--- config.mk ---
export PLATFORM = sky130hd
export DESIGN_NAME = board_ctrl_top
export DESIGN_NICKNAME = d
export VERILOG_FILES = /design/src/source/board_ctrl_pkg.sv /design/src/source/board_ctrl_top.sv /design/src/source/reg_read_result.sv /design/src/source/reg_write_exec.sv /design/src/source/spi_cmd_decode.sv
export SDC_FILE = /design/constraint.sdc
export NUM_CORES = 1
export LEC_CHECK = 0
export ABC_AREA = 1
export ABC_CLOCK_PERIOD_IN_PS = 3730
export BUFFER_PORTS_ARGS = -buffer_cell sky130_fd_sc_hd__buf_4
export CORE_MARGIN = 1.5
export CORE_UTILIZATION = 59
export DETAILED_ROUTE_END_ITERATION = 10
export PLACE_DENSITY = 0.86
export RECOVER_POWER = 25
export SYNTH_ARGS = -nofsm -noshare
export SYNTH_HDL_FRONTEND = slang
export SYNTH_SLANG_ARGS = --single-unit
--- constraint.sdc ---
create_clock -name reg_clk -period 3.73 [get_ports reg_clk]
set_input_delay 1.119 -clock reg_clk [delete_from_list [all_inputs] [get_ports reg_clk]]
set_output_delay 1.119 -clock reg_clk [all_outputs]
set_load 0.02 [all_outputs]
--- src/source/board_ctrl_pkg.sv ---
// board management register block
// shared widths, register address map, enums and bus structs

package board_ctrl_pkg;

    //------------------------------
    // widths and constants
    //------------------------------
    localparam int REG_DW           = 16;  // register data width
    localparam int REG_AW           = 7;   // register address width
    localparam int ETH_PORTS        = 4;
    localparam int TEST_ARRAY_COUNT = 8;   // scratch registers
    localparam int STAT_DW          = 32;  // date, time and error counters

    localparam logic [REG_DW-1:0] FW_TYPE = 16'h0001;

    // spi frame layout: opcode + address, then data
    localparam int HDR_BITS  = 1 + REG_AW;
    localparam int BIT_CNT_W = $clog2(REG_DW);

    // index widths inside the address map
    localparam int TA_IDX_W    = $clog2(TEST_ARRAY_COUNT);
    localparam int RXERR_IDX_W = $clog2(2 * ETH_PORTS);  // port + half

    // chip select lines
    localparam int CS_FLASH = 0;
    localparam int CS_REG   = 1;

    //------------------------------
    // register address map
    //------------------------------
    // 32-bit values take two addresses, low half first
    typedef enum logic [REG_AW-1:0] {
        RA_FW_DATE_LO  = 7'h00,
        RA_FW_DATE_HI  = 7'h01,
        RA_FW_TIME_LO  = 7'h02,
        RA_FW_TIME_HI  = 7'h03,
        RA_FW_TYPE     = 7'h04,
        RA_MAC_LINK    = 7'h06,
        RA_RXERR0_LO   = 7'h08,
        RA_RXERR0_HI   = 7'h09,
        RA_RXERR1_LO   = 7'h0A,
        RA_RXERR1_HI   = 7'h0B,
        RA_RXERR2_LO   = 7'h0C,
        RA_RXERR2_HI   = 7'h0D,
        RA_RXERR3_LO   = 7'h0E,
        RA_RXERR3_HI   = 7'h0F,
        RA_PHY_RST     = 7'h10,
        RA_MDIO_CLK    = 7'h11,
        RA_MDIO_DATA   = 7'h12,
        RA_MDIO_DIR    = 7'h13,
        RA_MDIO_IN     = 7'h14,
        RA_AURORA_STAT = 7'h15,
        RA_TEST_ARRAY  = 7'h20   // scratch 0x20..0x27
    } reg_addr_e;

    //------------------------------
    // spi decoder types
    //------------------------------
    typedef enum logic {
        CMD_WRITE = 1'b0,
        CMD_READ  = 1'b1
    } spi_cmd_e;

    typedef enum logic [1:0] {
        ST_IDLE,
        ST_ADDR,
        ST_DATA
    } spi_state_e;

    //------------------------------
    // structs
    //------------------------------
    typedef struct packed {
        logic              en;
        logic [REG_AW-1:0] addr;
        logic [REG_DW-1:0] data;
    } reg_wr_t;

    typedef struct packed {
        logic [STAT_DW-1:0]                fw_date;
        logic [STAT_DW-1:0]                fw_time;
        logic [ETH_PORTS-1:0]              mac_link;
        logic [ETH_PORTS-1:0][STAT_DW-1:0] rx_err;   // crc error counters
        logic                              mdio_in;
        logic                              aurora_up;
    } board_status_t;

    typedef struct packed {
        logic [ETH_PORTS-1:0] phy_rst;
        logic                 mdc;
        logic                 mdio_data;
        logic                 mdio_dir;   // 1 = drive mdio
    } phy_ctrl_t;

endpackage
--- src/source/board_ctrl_top.sv ---
// board management register block top level
// spi register slave, register file, read mux, flash pass-through

module board_ctrl_top (
    input  logic                                    reg_clk,
    input  logic                                    arst_n_i,
    input  logic                                    spi_clk_i,
    input  logic [1:0]                              spi_cs_n_i,   // [0] flash, [1] registers
    input  logic                                    spi_mosi_i,
    input  logic                                    qspi_miso_i,
    input  logic [board_ctrl_pkg::STAT_DW-1:0]      fw_date_i,
    input  logic [board_ctrl_pkg::STAT_DW-1:0]      fw_time_i,
    input  logic [board_ctrl_pkg::ETH_PORTS-1:0]    mac_link_i,
    input  logic [board_ctrl_pkg::ETH_PORTS-1:0][board_ctrl_pkg::STAT_DW-1:0] rx_err_i,
    input  logic                                    aurora_up_i,
    input  logic                                    mdio_i,
    output logic                                    spi_miso_o,
    output logic                                    qspi_cs_n_o,
    output logic                                    qspi_mosi_o,
    output logic [board_ctrl_pkg::ETH_PORTS-1:0]    phy_rst_o,
    output logic                                    mdc_o,
    output logic                                    mdio_o,
    output logic                                    mdio_oe_o
);
    import board_ctrl_pkg::*;

    reg_wr_t           reg_wr;
    logic [REG_AW-1:0] rd_addr;
    logic [REG_DW-1:0] rd_word;
    logic              reg_miso;
    board_status_t     status;
    phy_ctrl_t         phy_ctrl;
    logic [REG_DW-1:0] test_array [TEST_ARRAY_COUNT];

    //------------------------------
    // register slave
    //------------------------------
    spi_cmd_decode spi_cmd_decode_inst (
        .reg_clk    (reg_clk),
        .arst_n_i   (arst_n_i),
        .spi_clk_i  (spi_clk_i),
        .spi_cs_n_i (spi_cs_n_i[CS_REG]),
        .spi_mosi_i (spi_mosi_i),
        .rd_word_i  (rd_word),
        .spi_miso_o (reg_miso),
        .reg_wr_o   (reg_wr),
        .rd_addr_o  (rd_addr)
    );

    reg_write_exec reg_write_exec_inst (
        .reg_clk      (reg_clk),
        .arst_n_i     (arst_n_i),
        .reg_wr_i     (reg_wr),
        .phy_ctrl_o   (phy_ctrl),
        .test_array_o (test_array)
    );

    assign status = '{fw_date:   fw_date_i,
                      fw_time:   fw_time_i,
                      mac_link:  mac_link_i,
                      rx_err:    rx_err_i,
                      mdio_in:   mdio_i,
                      aurora_up: aurora_up_i};

    reg_read_result reg_read_result_inst (
        .rd_addr_i    (rd_addr),
        .status_i     (status),
        .phy_ctrl_i   (phy_ctrl),
        .test_array_i (test_array),
        .rd_word_o    (rd_word)
    );

    //------------------------------
    // phy pins, mdio pad lives in the board wrapper
    //------------------------------
    assign phy_rst_o = phy_ctrl.phy_rst;
    assign mdc_o     = phy_ctrl.mdc;
    assign mdio_o    = phy_ctrl.mdio_data;
    assign mdio_oe_o = phy_ctrl.mdio_dir;

    //------------------------------
    // flash pass-through and miso merge
    //------------------------------
    assign qspi_cs_n_o = spi_cs_n_i[CS_FLASH];
    assign qspi_mosi_o = spi_mosi_i;

    // an unselected source floats high, the selected one pulls low
    assign spi_miso_o = (qspi_miso_i | spi_cs_n_i[CS_FLASH])
                        & (reg_miso | spi_cs_n_i[CS_REG]);

endmodule

--- src/source/reg_read_result.sv ---
// register read multiplexer
// forms the 16-bit result word for a register address

module reg_read_result (
    input  logic [board_ctrl_pkg::REG_AW-1:0] rd_addr_i,
    input  board_ctrl_pkg::board_status_t     status_i,
    input  board_ctrl_pkg::phy_ctrl_t         phy_ctrl_i,
    input  logic [board_ctrl_pkg::REG_DW-1:0] test_array_i [board_ctrl_pkg::TEST_ARRAY_COUNT],
    output logic [board_ctrl_pkg::REG_DW-1:0] rd_word_o
);
    import board_ctrl_pkg::*;

    logic                   ta_hit;
    logic [TA_IDX_W-1:0]    ta_idx;
    logic                   rxerr_hit;
    logic [RXERR_IDX_W-1:0] rxerr_off;   // {port, half}

    // low half on even address, high half on odd
    function automatic logic [REG_DW-1:0] pick_half(
        input logic [STAT_DW-1:0] value,
        input logic               upper
    );
        return upper ? value[STAT_DW-1:REG_DW] : value[REG_DW-1:0];
    endfunction

    //------------------------------
    // window decode
    //------------------------------
    assign ta_hit = (rd_addr_i >= RA_TEST_ARRAY)
                    && (rd_addr_i < REG_AW'(RA_TEST_ARRAY + TEST_ARRAY_COUNT));
    assign ta_idx = TA_IDX_W'(rd_addr_i - RA_TEST_ARRAY);

    assign rxerr_hit = (rd_addr_i >= RA_RXERR0_LO) && (rd_addr_i <= RA_RXERR3_HI);
    assign rxerr_off = RXERR_IDX_W'(rd_addr_i - RA_RXERR0_LO);

    //------------------------------
    // result mux
    //------------------------------
    always_comb begin
        rd_word_o = '0;   // unmapped reads as zero
        case (rd_addr_i)
            RA_FW_DATE_LO,
            RA_FW_DATE_HI: begin
                rd_word_o = pick_half(status_i.fw_date, rd_addr_i[0]);
            end
            RA_FW_TIME_LO,
            RA_FW_TIME_HI: begin
                rd_word_o = pick_half(status_i.fw_time, rd_addr_i[0]);
            end
            RA_FW_TYPE:     rd_word_o = FW_TYPE;
            RA_MAC_LINK:    rd_word_o = REG_DW'(status_i.mac_link);
            RA_PHY_RST:     rd_word_o = REG_DW'(phy_ctrl_i.phy_rst);
            RA_MDIO_CLK:    rd_word_o = REG_DW'(phy_ctrl_i.mdc);
            RA_MDIO_DATA:   rd_word_o = REG_DW'(phy_ctrl_i.mdio_data);
            RA_MDIO_DIR:    rd_word_o = REG_DW'(phy_ctrl_i.mdio_dir);
            RA_MDIO_IN:     rd_word_o = REG_DW'(status_i.mdio_in);      // live pin level
            RA_AURORA_STAT: rd_word_o = REG_DW'(status_i.aurora_up);
            default: begin
                if (rxerr_hit) begin
                    rd_word_o = pick_half(status_i.rx_err[rxerr_off[RXERR_IDX_W-1:1]],
                                          rxerr_off[0]);
                end else if (ta_hit) begin
                    rd_word_o = test_array_i[ta_idx];
                end
            end
        endcase
    end

endmodule

--- src/source/reg_write_exec.sv ---
// writable register file
// applies decoded register writes to the phy controls and scratch array

module reg_write_exec (
    input  logic                              reg_clk,
    input  logic                              arst_n_i,
    input  board_ctrl_pkg::reg_wr_t           reg_wr_i,
    output board_ctrl_pkg::phy_ctrl_t         phy_ctrl_o,
    output logic [board_ctrl_pkg::REG_DW-1:0] test_array_o [board_ctrl_pkg::TEST_ARRAY_COUNT]
);
    import board_ctrl_pkg::*;

    logic                ta_hit;
    logic [TA_IDX_W-1:0] ta_idx;

    //------------------------------
    // scratch window decode
    //------------------------------
    // 0x20..0x27, anything above falls through
    assign ta_hit = (reg_wr_i.addr >= RA_TEST_ARRAY)
                    && (reg_wr_i.addr < REG_AW'(RA_TEST_ARRAY + TEST_ARRAY_COUNT));
    assign ta_idx = TA_IDX_W'(reg_wr_i.addr - RA_TEST_ARRAY);

    //------------------------------
    // register updates
    //------------------------------
    always_ff @(posedge reg_clk or negedge arst_n_i) begin
        if (!arst_n_i) begin
            phy_ctrl_o <= '0;   // mdio output disabled
            for (int i = 0; i < TEST_ARRAY_COUNT; i++) begin
                test_array_o[i] <= '0;
            end
        end else if (reg_wr_i.en) begin
            case (reg_wr_i.addr)
                RA_PHY_RST: begin
                    phy_ctrl_o.phy_rst <= reg_wr_i.data[ETH_PORTS-1:0];
                end
                RA_MDIO_CLK: begin
                    phy_ctrl_o.mdc <= reg_wr_i.data[0];   // bit-bang mdc
                end
                RA_MDIO_DATA: begin
                    phy_ctrl_o.mdio_data <= reg_wr_i.data[0];
                end
                RA_MDIO_DIR: begin
                    phy_ctrl_o.mdio_dir <= reg_wr_i.data[0];
                end
                default: begin
                    // read-only and unmapped addresses are ignored
                    if (ta_hit) begin
                        test_array_o[ta_idx] <= reg_wr_i.data;
                    end
                end
            endcase
        end
    end

endmodule

--- src/source/spi_cmd_decode.sv ---
// spi register slave frame decoder
// samples the spi pins in reg_clk, decodes 24-bit frames into
// write strobes and read addresses, shifts read data out on miso

module spi_cmd_decode (
    input  logic                              reg_clk,
    input  logic                              arst_n_i,
    input  logic                              spi_clk_i,
    input  logic                              spi_cs_n_i,
    input  logic                              spi_mosi_i,
    input  logic [board_ctrl_pkg::REG_DW-1:0] rd_word_i,
    output logic                              spi_miso_o,
    output board_ctrl_pkg::reg_wr_t           reg_wr_o,
    output logic [board_ctrl_pkg::REG_AW-1:0] rd_addr_o
);
    import board_ctrl_pkg::*;

    logic [1:0]           sclk_sync;
    logic [1:0]           cs_sync;
    logic [1:0]           mosi_sync;
    logic                 sclk_q;
    logic                 cs_q;
    logic                 sclk_rise;
    logic                 sclk_fall;
    logic                 frame_start;
    logic                 hdr_done;
    logic                 data_done;

    spi_state_e           state_q;
    spi_cmd_e             cmd_q;
    logic [BIT_CNT_W-1:0] bit_cnt_q;
    logic                 load_q;      // read word fetch, one cycle after header
    logic                 wr_en_q;
    logic                 miso_q;

    logic [REG_DW-1:0]    shift_in_q;
    logic [REG_DW-1:0]    shift_out_q;
    logic [REG_AW-1:0]    addr_q;

    //------------------------------
    // pin sync and edge detect
    //------------------------------
    always_ff @(posedge reg_clk or negedge arst_n_i) begin
        if (!arst_n_i) begin
            sclk_sync <= '0;
            cs_sync   <= '1;
            mosi_sync <= '0;
            sclk_q    <= 1'b0;
            cs_q      <= 1'b1;
        end else begin
            sclk_sync <= {sclk_sync[0], spi_clk_i};
            cs_sync   <= {cs_sync[0], spi_cs_n_i};
            mosi_sync <= {mosi_sync[0], spi_mosi_i};
            sclk_q    <= sclk_sync[1];
            cs_q      <= cs_sync[1];
        end
    end

    assign sclk_rise   = sclk_sync[1] & ~sclk_q;
    assign sclk_fall   = ~sclk_sync[1] & sclk_q;
    assign frame_start = cs_q & ~cs_sync[1];   // cs_n falling

    assign hdr_done  = sclk_rise && (state_q == ST_ADDR)
                       && (bit_cnt_q == BIT_CNT_W'(HDR_BITS - 1));
    assign data_done = sclk_rise && (state_q == ST_DATA)
                       && (bit_cnt_q == BIT_CNT_W'(REG_DW - 1));

    //------------------------------
    // frame fsm
    //------------------------------
    always_ff @(posedge reg_clk or negedge arst_n_i) begin
        if (!arst_n_i) begin
            state_q   <= ST_IDLE;
            cmd_q     <= CMD_WRITE;
            bit_cnt_q <= '0;
            load_q    <= 1'b0;
            wr_en_q   <= 1'b0;
            miso_q    <= 1'b0;
        end else begin
            load_q  <= hdr_done;
            wr_en_q <= data_done && (cmd_q == CMD_WRITE);
            if (cs_sync[1]) begin   // deselected, drop any partial frame
                state_q <= ST_IDLE;
                miso_q  <= 1'b0;
            end else begin
                case (state_q)
                    ST_IDLE: begin
                        miso_q    <= 1'b0;
                        bit_cnt_q <= '0;
                        if (frame_start) begin
                            state_q <= ST_ADDR;
                        end
                    end
                    ST_ADDR: begin
                        if (sclk_rise) begin
                            if (bit_cnt_q == '0) begin
                                cmd_q <= spi_cmd_e'(mosi_sync[1]);  // opcode is first bit
                            end
                            bit_cnt_q <= hdr_done ? '0 : bit_cnt_q + 1'b1;
                            if (hdr_done) begin
                                state_q <= ST_DATA;
                            end
                        end
                    end
                    ST_DATA: begin
                        if (sclk_fall) begin
                            miso_q <= (cmd_q == CMD_READ) && shift_out_q[REG_DW-1];
                        end
                        if (sclk_rise) begin
                            bit_cnt_q <= bit_cnt_q + 1'b1;
                        end
                        if (data_done) begin
                            state_q <= ST_IDLE;   // wait for next cs_n fall
                        end
                    end
                    default: state_q <= ST_IDLE;
                endcase
            end
        end
    end

    //------------------------------
    // shift registers
    //------------------------------
    always_ff @(posedge reg_clk or negedge arst_n_i) begin
        if (!arst_n_i) begin
            shift_in_q  <= '0;
            shift_out_q <= '0;
            addr_q      <= '0;
        end else begin
            if (sclk_rise && (state_q != ST_IDLE)) begin
                shift_in_q <= {shift_in_q[REG_DW-2:0], mosi_sync[1]};
            end
            if (hdr_done) begin
                addr_q <= {shift_in_q[REG_AW-2:0], mosi_sync[1]};
            end
            if (load_q) begin
                shift_out_q <= rd_word_i;
            end else if (sclk_fall && (state_q == ST_DATA)) begin
                shift_out_q <= {shift_out_q[REG_DW-2:0], 1'b0};
            end
        end
    end

    assign spi_miso_o = miso_q;
    assign rd_addr_o  = addr_q;
    assign reg_wr_o   = '{en: wr_en_q, addr: addr_q, data: shift_in_q};  // data = last 16 bits

endmodule

Word-level counts from Yosys, hierarchy flattened
Index checks and enable logic that the tools add are counted.

Register bits: 192. Bits in latches: 0. Bits in writable memories: 0. ROM bits: 0. Input bits: 205. Word-level logic and storage cells: 129. Memories kept: 0.

Add/sub/neg operators: 3. $mul: 0. Div/mod/pow operators: 0. $lt $le $gt $ge: 7. Equal/unequal tests: 22. Shift-type cells: 0. Multiplexer cells: 29. Bitwise logic cells: 12. Reductions and logical operators: 30.

Operator list (count): $mux W16 (10); $pmux W16 S10 (1); $bwmux W128 (1); $bmux W32 S2 (1); $bmux W16 S3 (1); $demux W16 S3 (1); $eq A7 B5 Y1 const B (6); $mux W32 (1); $ne A3 B1 Y1 const B (5); $eq A7 B2 Y1 const B (2); $eq A7 B3 Y1 const B (2); $mux W4 (3); $pmux W4 S3 (1); $reduce_and A4 Y1 (3); $logic_and A1 B1 Y1 (11); $mux W2 (5); $reduce_and A2 Y1 (5); $eq A7 B1 Y1 const B (1); $ge A7 B4 Y1 const B (1); $ge A7 B6 Y1 const B (1); $le A7 B4 Y1 const B (1); $logic_not A7 Y1 (1); $lt A7 B6 Y1 const B (1); $pmux W2 S3 (1); 23 further kinds (37).

Depth between registers and ports, before layout
Gate-level depths: netlist of the first run.

Depth after elaboration: 9. Depth in mapped cells: 14. Gate-level depth less buffers: 12.

Cells and area by module
From an unflattened synthesis of the first run, not the netlist that was laid out.

Cell total of the unflattened synthesis: 1663. Area total of the unflattened synthesis: 11469.8 um^2.

Modules (own cells, without submodules): reg_write_exec (instances 1, cells each 636, area an instance 5580.4 um^2, seq. area each 3378.2 um^2); reg_read_result (instances 1, cells each 751, area an instance 3285.7 um^2, seq. area each 0.0 um^2); spi_cmd_decode (instances 1, cells each 271, area an instance 2577.5 um^2, seq. area each 1430.1 um^2); board_ctrl_top (instances 1, cells each 5, area an instance 26.3 um^2, seq. area each 0.0 um^2).

Least setup slack after synthesis of the first run
OpenSTA, ideal clock, no wires.

Path type: input to output. Start point: in spi_cs_n_i[0]. End point: out spi_miso_o. Arrival time: 1.382 ns. Setup slack: 1.229 ns. Stages on the path: 1. Buffers on the path: 0. Cells stage by stage: o22a_1.

Word-level cells in the longest chain between the ends: 2.

RTL lines: start: declaration (RTL line board_ctrl_top.sv:8) `input logic [1:0] spi_cs_n_i,`; $or A1 B1 Y1 (RTL line board_ctrl_top.sv:88) `assign spi_miso_o = (qspi_miso_i | spi_cs_n_i[CS_FLASH])`; $and A1 B1 Y1 (RTL line board_ctrl_top.sv:89) `& (reg_miso | spi_cs_n_i[CS_REG]);`; end: declaration (RTL line board_ctrl_top.sv:17) `output logic spi_miso_o,`.

No other way between the ends.

Final worst setup path of the first run
Start point: reg spi_cmd_decode_inst.addr_q[4] (netlist: spi_cmd_decode_inst.rd_addr_o[4]). End point: reg reg_write_exec_inst.test_array_o[60] (netlist name).

Word-level cells in the longest chain between the ends: 4. Elaborated cells on any way between the ends: 10. Those cells by class: order compare: 2; eq/ne: 4; bitwise: 1; reduce/logical: 3.

RTL lines: start: declaration (RTL line spi_cmd_decode.sv:38) `logic [REG_AW-1:0] addr_q;`; start signal: assignment (RTL line spi_cmd_decode.sv:135) `addr_q <= {shift_in_q[REG_AW-2:0], mosi_sync[1]};`; parallel branches: the longest is 3 deep, another holds $ge A7 B6 Y1; $reduce_and A3 Y1 (no source line) *; end signal: indexed assignment (RTL line reg_write_exec.sv:50) `test_array_o[ta_idx] <= reg_wr_i.data;`; end: declaration (RTL line reg_write_exec.sv:9) `output logic [board_ctrl_pkg::REG_DW-1:0] test_array_o [board_ctrl_pkg::TEST_ARRAY_COUNT]`.

Mark *: on every way between the ends. A chain may end at the register's enable or synchronous reset.

==> results of run 1 <==
==> cells by family (layout without fill, tap and decap cells) <==
family	count (synthesis)	in the layout	synth area share [%]
AND/OR/NAND/NOR	1011	1011	35.81
buffers and inverters	270	426	9.895
flip-flops	192	192	42.11
XOR/XNOR	1	1	0.07672
AO/OA/AOI/OAI	246	246	11.34
adder cells (fa/ha/maj)	7	7	0.7670
==> cells in the final DEF (no fill, tap or decap), drive strengths merged, types with 2 or more instances in the layout <==
cell	instances
o21ai	188
ha	7
buf	223
dfstp	3
nand3	105
a21oi	41
clkbuf	21
dfrtp	189
nand4	3
nor2	93
o22ai	2
a21boi	12
nor3	5
inv	175
nand2	801
nand3b	3
clkinv	6
==> registers in the layout, indices dropped and copies added (netlist names) <==
signal and flops:
spi_cmd_decode_inst.state_q 2, spi_cmd_decode_inst.sclk_sync 2, spi_cmd_decode_inst.mosi_sync 2, reg_write_exec_inst.test_array_o 128
spi_cmd_decode_inst.cmd_q 1, spi_cmd_decode_inst.cs_q 1, spi_cmd_decode_inst.sclk_q 1, spi_cmd_decode_inst.wr_en_q 1
spi_cmd_decode_inst.bit_cnt_q 4, spi_cmd_decode_inst.shift_in_q 16, spi_cmd_decode_inst.rd_addr_o 7, reg_write_exec_inst.phy_ctrl_o 7
spi_cmd_decode_inst.load_q 1, spi_cmd_decode_inst.cs_sync 2, spi_cmd_decode_inst.shift_out_q 16, spi_cmd_decode_inst.spi_miso_o 1
==> layer usage <==
metal	up-vias	track usage [%]	wire length, um
li1	5612	-	-
met1	5361	42.50	13430
met2	527	58.13	16620
met3	100	7.234	2803
met4	2	15.46	1309
met5	-	0	11
==> power groups by stage <==
| stage | clock network, mW | logic, mW | registers, mW |
|---|---|---|---|
| global route | 1.93 | 0.494 | 2.15 |
| finish | 1.85 | 0.443 | 2.15 |
| CTS | 1.86 | 0.445 | 2.15 |
| global placement | 0 | 0.438 | 2.18 |
| floorplan | 0 | 0.170 | 2.18 |
| detailed placement | 0 | 0.441 | 2.19 |
==> cell type report <==
cell class	count	area [um^2]
clock inverters	15	186.4
well taps	260	325.3
inverters	167	626.9
multi-input cells	1265	5480
flip-flops and latches	192	4817
clock buffers	17	425.4
fillers	1510	5221
repair buffers	227	1748
==> path summary, 6_finish.rpt <==
kind | from | endpoint | slack [ns] | depth (start not counted)
max reg2reg | spi_cmd_decode_inst.rd_addr_o[4] | reg_write_exec_inst.test_array_o[60] | 0.98 | 7
max | spi_cmd_decode_inst.rd_addr_o[4] | reg_write_exec_inst.test_array_o[60] | 0.98 | 7
max in group asynchronous | arst_n_i | spi_cmd_decode_inst.rd_addr_o[1] | 1.07 | 1
min in group asynchronous | arst_n_i | reg_write_exec_inst.test_array_o[76] | 1.23 | 1
min reg2reg | spi_cmd_decode_inst.mosi_sync[0] | spi_cmd_decode_inst.mosi_sync[1] | 0.36 | 0
min | spi_cmd_decode_inst.mosi_sync[0] | spi_cmd_decode_inst.mosi_sync[1] | 0.36 | 0
==> metrics.csv, run 1 <==
stage,metric,value,unit
finish,n_diodes,0,
route,DR pass1 iterations,6,
route,Post-DRT Antenna Nets,0,
synthesis,Mapped Area,0.01142,mm^2
power_and_ir_drop,combinational share of power,10.0,%
place,post-place setup slack,1.029,ns
synthesis,top area cells in the synthesized netlist,"dfrtp_1 (41%), nand2_1 (26%), o21ai_0 (7.7%)",
timing,Fin. Hold Viols,0,
timing,slew margin rel.,-32.19,%
power_and_ir_drop,P per Cell Area,326.5,mW/mm^2
timing,final clock skew,0.01327,ns
power_and_ir_drop,Flop pwr share,48.3,%
clock_network,Root Driver,clkbuf_16,
finish,fin area,0.01361,mm^2
synthesis,synthesized flop and latch total,192,
floorplanning,die span in x,142.1,um
grt,pin count of the biggest net entering global routing,79,
power_and_ir_drop,VDD IR max,307.7,uV
place,DP Cell Count,2111,
grt,vias in the first global route,11080,
synthesis,share of flip-flops with an asynchronous set or reset,100.0,%
finish,Final #Nets,2082,
job,number of max-cap violations,1,
power_and_ir_drop,Net Sw Frac,27.13,%
clock_network,Worst-Skew Late Latency,0.45,ns
critical_path,Worst Path Max Fanout,32,
timing,FMAX,363.5,MHz
floorplanning,IO Pins,215,
timing,final slew viol count,77,
critical_path,CP Capture Type,flop,
place,detailed placement HPWL,22.88,mm
place,GPL Wtd Cong,0.9544,
timing,worst hold margin,0.3629,ns
power_and_ir_drop,P_sw,1.205,mW
synthesis,post-synth top area cell,dfrtp_1,
clock_network,clk slew on worst S/H paths,0.08,ns
clock_network,clk buf depth,2,
synthesis,"count leader, synth",nand2_1,
power_and_ir_drop,Lkg Pwr,6.703,nW
power_and_ir_drop,Pwr Total,4.443,mW
critical_path,family with the most delay on the worst path,simple AND/OR/NAND/NOR gates,
critical_path,Crit-path slowest cell,and2_1,
route,initial drt markers,1008,
finish,Area Growth Syn to Fin,19.19,%
finish,proportion of layout cells with a drive suffix above 1,15.29,%
grt,initial antenna violation count,1,
timing,crit share post-route,73.76,%
clock_network,CTS tree,done,
finish,final cell count without fillers,2143,
run_status,failing checks,"capacitance limit, slew limit",
synthesis,"EDFF count, synth",0,
timing,Worst-Margin Slew,1.983,ns
critical_path,Startpoint Class,flop,
synthesis,commonest register cell after synthesis,dfrtp_1,
route,Routed WL,34.18,mm
finish,fin util,72.27,%
route,Vias/cell,5.414,
synthesis,top-area cell type share of the netlist area,41.42,%
grt,first-pass GRT wire length,54.57,mm
place,port buffer count,214,
timing,setup TNS,0,ns
clock_network,Post-CTS Resized,0,
critical_path,WP buf/inv,2,
critical_path,CP max stage delay,0.67,ns
critical_path,worst path required time,4.05,ns
floorplanning,row cnt,50,
grt,gr usage total,34.36,%
synthesis,Cells after Synth,1727,
clock_network,Hold Buf Count CTS,0,
route,Vias,11600,
synthesis,"Seq/Total Area, Yosys",42.11,%
synthesis,Synth cell types,37,
timing,final setup violating endpoints,0,
route,Post-route DRC,0,
synthesis,Yosys warning count,0,
grt,remaining global-route overflow,0,
synthesis,Mapped Avg Cell Area,6.612,um^2
floorplanning,die height,142.1,um
critical_path,crit path DAT,3.07,ns
timing,min cycle time layout,2.751,ns
power_and_ir_drop,Clock power frac,41.7,%
clock_network,total CTS buffers,17,
route,WL/cell,15.95,um
clock_network,clk sinks,192,
power_and_ir_drop,Internal,3.238,mW
clock_network,H-tree Lvls,4,
place,post-placement cell area,0.01301,mm^2
floorplanning,starting density of the core,60.64,%
critical_path,kind of critical path,flop to flop,
run_status,status,finished with violations,
critical_path,crit-path cells,inv_2 -> nand2_2 -> nor3_4 -> buf_4 -> and2_1 -> nand3_4 -> o21ai_0,
timing,setup slack after layout,0.9788,ns
floorplanning,core area,0.01883,mm^2
floorplanning,Die ar.,0.02020,mm^2
worst_hold_path,Hold Crit Class,flop to flop,
clock_network,post-CTS setup buffers,0,
synthesis,syn_nets,1939,
synthesis,Commonest cells post-synth,"nand2_1 (798), dfrtp_1 (189), o21ai_0 (175)",
timing,RSZ-0062 raised after global routing,no,
No activity file was read; power rests on OpenSTA's default activity.
==> inputs of run 2 (changes only) <==
--- a/config.mk
+++ b/config.mk
@@ -6,12 +6,12 @@
 export NUM_CORES = 1
 export LEC_CHECK = 0
 export ABC_AREA = 1
-export ABC_CLOCK_PERIOD_IN_PS = 3730
+export ABC_CLOCK_PERIOD_IN_PS = 2610
 export BUFFER_PORTS_ARGS = -buffer_cell sky130_fd_sc_hd__buf_4
 export CORE_MARGIN = 1.5
-export CORE_UTILIZATION = 59
+export CORE_UTILIZATION = 57
 export DETAILED_ROUTE_END_ITERATION = 10
-export PLACE_DENSITY = 0.86
+export PLACE_DENSITY = 0.84
 export RECOVER_POWER = 25
 export SYNTH_ARGS = -nofsm -noshare
 export SYNTH_HDL_FRONTEND = slang
==> constraint.sdc (replaced) <==
create_clock -name reg_clk -period 2.61 [get_ports reg_clk]
set_input_delay 0.783 -clock reg_clk [delete_from_list [all_inputs] [get_ports reg_clk]]
set_output_delay 0.783 -clock reg_clk [all_outputs]
set_load 0.02 [all_outputs]
==> run 2 against run 1 <==
- worst setup slack lost 0.67 ns
- register-to-register slack worse by 0.67 ns
- core utilization down 2.2 points
- hold slack worse by 0.014 ns
- sequential power is 43% higher
- non-clock buffer count increased by 13
- sequential share of layout area down 0.20 points
- critical endpoint is now reg_write_exec_inst.phy_ctrl_o[3]
- the flow now finishes without violations
- via count is 0.60% higher
- fmax up 20%
- die area grew 3.4%
- clock power grew 41%
- routed wire length grew 2.8%
==> metrics.csv, run 2 (synthesis gave the netlist of run 1 again) <==
stage,metric,value,unit
critical_path,WP buf/inv,2,
floorplanning,Die ar.,0.02089,mm^2
clock_network,Hold Buf Count CTS,0,
floorplanning,core area,0.01953,mm^2
finish,register area,0.004817,mm^2
finish,Final #Nets,2095,
clock_network,clk sinks,192,
power_and_ir_drop,VDD IR max,517.6,uV
timing,RSZ-0062 raised after global routing,no,
route,DR pass1 iterations,7,
clock_network,post-CTS setup buffers,0,
clock_network,clk buf depth,2,
route,Vias,11670,
clock_network,H-tree Lvls,4,
finish,area taken by multi-input logic gates,0.005480,mm^2
grt,initial antenna violation count,0,
clock_network,Post-CTS Resized,0,
finish,Layout fillers,1711,
critical_path,Worst Path Max Fanout,46,
timing,setup slack after layout,0.3118,ns
timing,Fin. Hold Viols,0,
clock_network,Root Driver,clkbuf_16,
timing,final slew viol count,0,
clock_network,Worst-Skew Late Latency,0.43,ns
critical_path,CP max stage delay,0.47,ns
floorplanning,starting density of the core,58.48,%
route,Routed WL,35.14,mm
critical_path,CP Capture Type,flop,
finish,final cell count without fillers,2161,
floorplanning,die height,144.5,um
timing,Worst-Margin Slew,1.354,ns
run_status,status,completed,
floorplanning,row cnt,51,
finish,max reg flops,128,
route,Vias/cell,5.401,
place,detailed placement HPWL,23.52,mm
timing,slew margin rel.,9.706,%
clock_network,clk slew on worst S/H paths,0.07,ns
timing,final setup violating endpoints,0,
route,Post-DRT Antenna Nets,0,
route,Post-route DRC,0,
finish,Biggest register,reg_write_exec_inst.test_array_o,
timing,setup TNS,0,ns
critical_path,worst path required time,2.89,ns
timing,worst hold margin,0.3487,ns
floorplanning,die span in x,144.5,um
job,number of max-cap violations,0,
timing,FMAX,435.1,MHz
place,GPL Wtd Cong,0.9972,
finish,"commonest non-fill, non-tap cell in the layout",nand2_1,
place,post-place setup slack,0.4576,ns
floorplanning,IO Pins,215,
grt,remaining global-route overflow,0,
critical_path,FF-to-FF setup slack,0.31,ns
critical_path,crit-path cells,inv_1 -> buf_4 -> nand2_1 -> nor2_1 -> nand3_1 -> nand2_1 -> o21ai_0,
finish,biggest regs,"reg_write_exec_inst.test_array_o (128), spi_cmd_decode_inst.shift_in_q (16), spi_cmd_decode_inst.shift_out_q (16)",
clock_network,total CTS buffers,17,
power_and_ir_drop,Lkg Pwr,6.748,nW
place,port buffer count,214,
clock_network,CTS tree,done,
timing,crit share post-route,88.06,%
timing,min cycle time layout,2.298,ns
worst_hold_path,Hold Crit Class,flop to flop,
worst_hold_path,worst hold stages,0,
route,WL/cell,16.26,um
critical_path,R2R cell count,7,
timing,final clock skew,0.009355,ns
critical_path,reg-to-reg startpoint,spi_cmd_decode_inst.rd_addr_o[2],
critical_path,Crit path top cell by count,nand2_1,
finish,Area Growth Syn to Fin,19.86,%
power_and_ir_drop,P per Cell Area,462.2,mW/mm^2
grt,first-pass GRT wire length,54.68,mm
grt,pin count of the biggest net entering global routing,65,
route,initial drt markers,1041,
worst_hold_path,min-delay src,spi_cmd_decode_inst.sclk_sync[0],
finish,n_diodes,0,
finish,highest-count cells in the layout ignoring fill and taps,"nand2_1 (798), buf_4 (230), dfrtp_1 (186)",
finish,proportion of layout cells with a drive suffix above 1,15.61,%
critical_path,crit path DAT,2.58,ns
critical_path,Crit-path slowest cell,buf_4,
finish,fin util,70.09,%
critical_path,cell count along the critical path,7,
critical_path,family with the most delay on the worst path,simple AND/OR/NAND/NOR gates,
critical_path,Startpoint Class,flop,
critical_path,kind of critical path,flop to flop,
critical_path,crit path launch,spi_cmd_decode_inst.rd_addr_o[2],
grt,vias in the first global route,11080,
place,DP Cell Count,2129,
grt,gr usage total,34.17,%
[run 2: cell types whose count changed in the layout (fill, tap and decap cells not counted), sizes merged]
| cell | previous run | this run |
|---|---|---|
| inv | 175 | 170 |
| clkbuf | 21 | 28 |
| clkinv | 6 | 4 |
| buf | 223 | 234 |
| bufinv | 0 | 2 |
[run 2: routing by layer]
metal	share of wire (%)	routed length, um	track usage [%]
met1	38	13380	40.50
met3	9.5	3350	8.709
met5	0	0	0
met4	5.8	2038	20.26
met2	47	16370	56.21
[run 2: where the power goes]
part	switching, mW	internal (mW)	total (mW)
registers	0.0399	3.03	3.07
clock network	1.12	1.48	2.60
logic	0.359	0.291	0.650
total	1.52	4.80	6.33
[run 2: area by class of cell]
type	instances	area share [%]
sequential	192	35.20
tap	265	2.423
timing repair buffer	240	13.43
multi-input combinational	1265	40.04
inverter	167	4.580
clock inverter	10	0.9325
clock buffer	22	3.392
[run 2: worst paths after layout]
kind                                                   endpoint
max in group asynchronous  reg_write_exec_inst.test_array_o[55]
min in group asynchronous  reg_write_exec_inst.test_array_o[59]
setup / recovery              reg_write_exec_inst.phy_ctrl_o[3]
setup reg to reg              reg_write_exec_inst.phy_ctrl_o[3]
hold / removal                 spi_cmd_decode_inst.sclk_sync[1]
hold reg to reg                spi_cmd_decode_inst.sclk_sync[1]
[run 2: metrics by stage]
step,power (mW),area (um^2)
6_report,6.325,13690
5_1_grt,6.528,13690
4_1_cts,6.349,13700
3_5_place_dp,3.770,13110
3_3_place_gp,3.758,13110
2_1_floorplan,3.360,11420
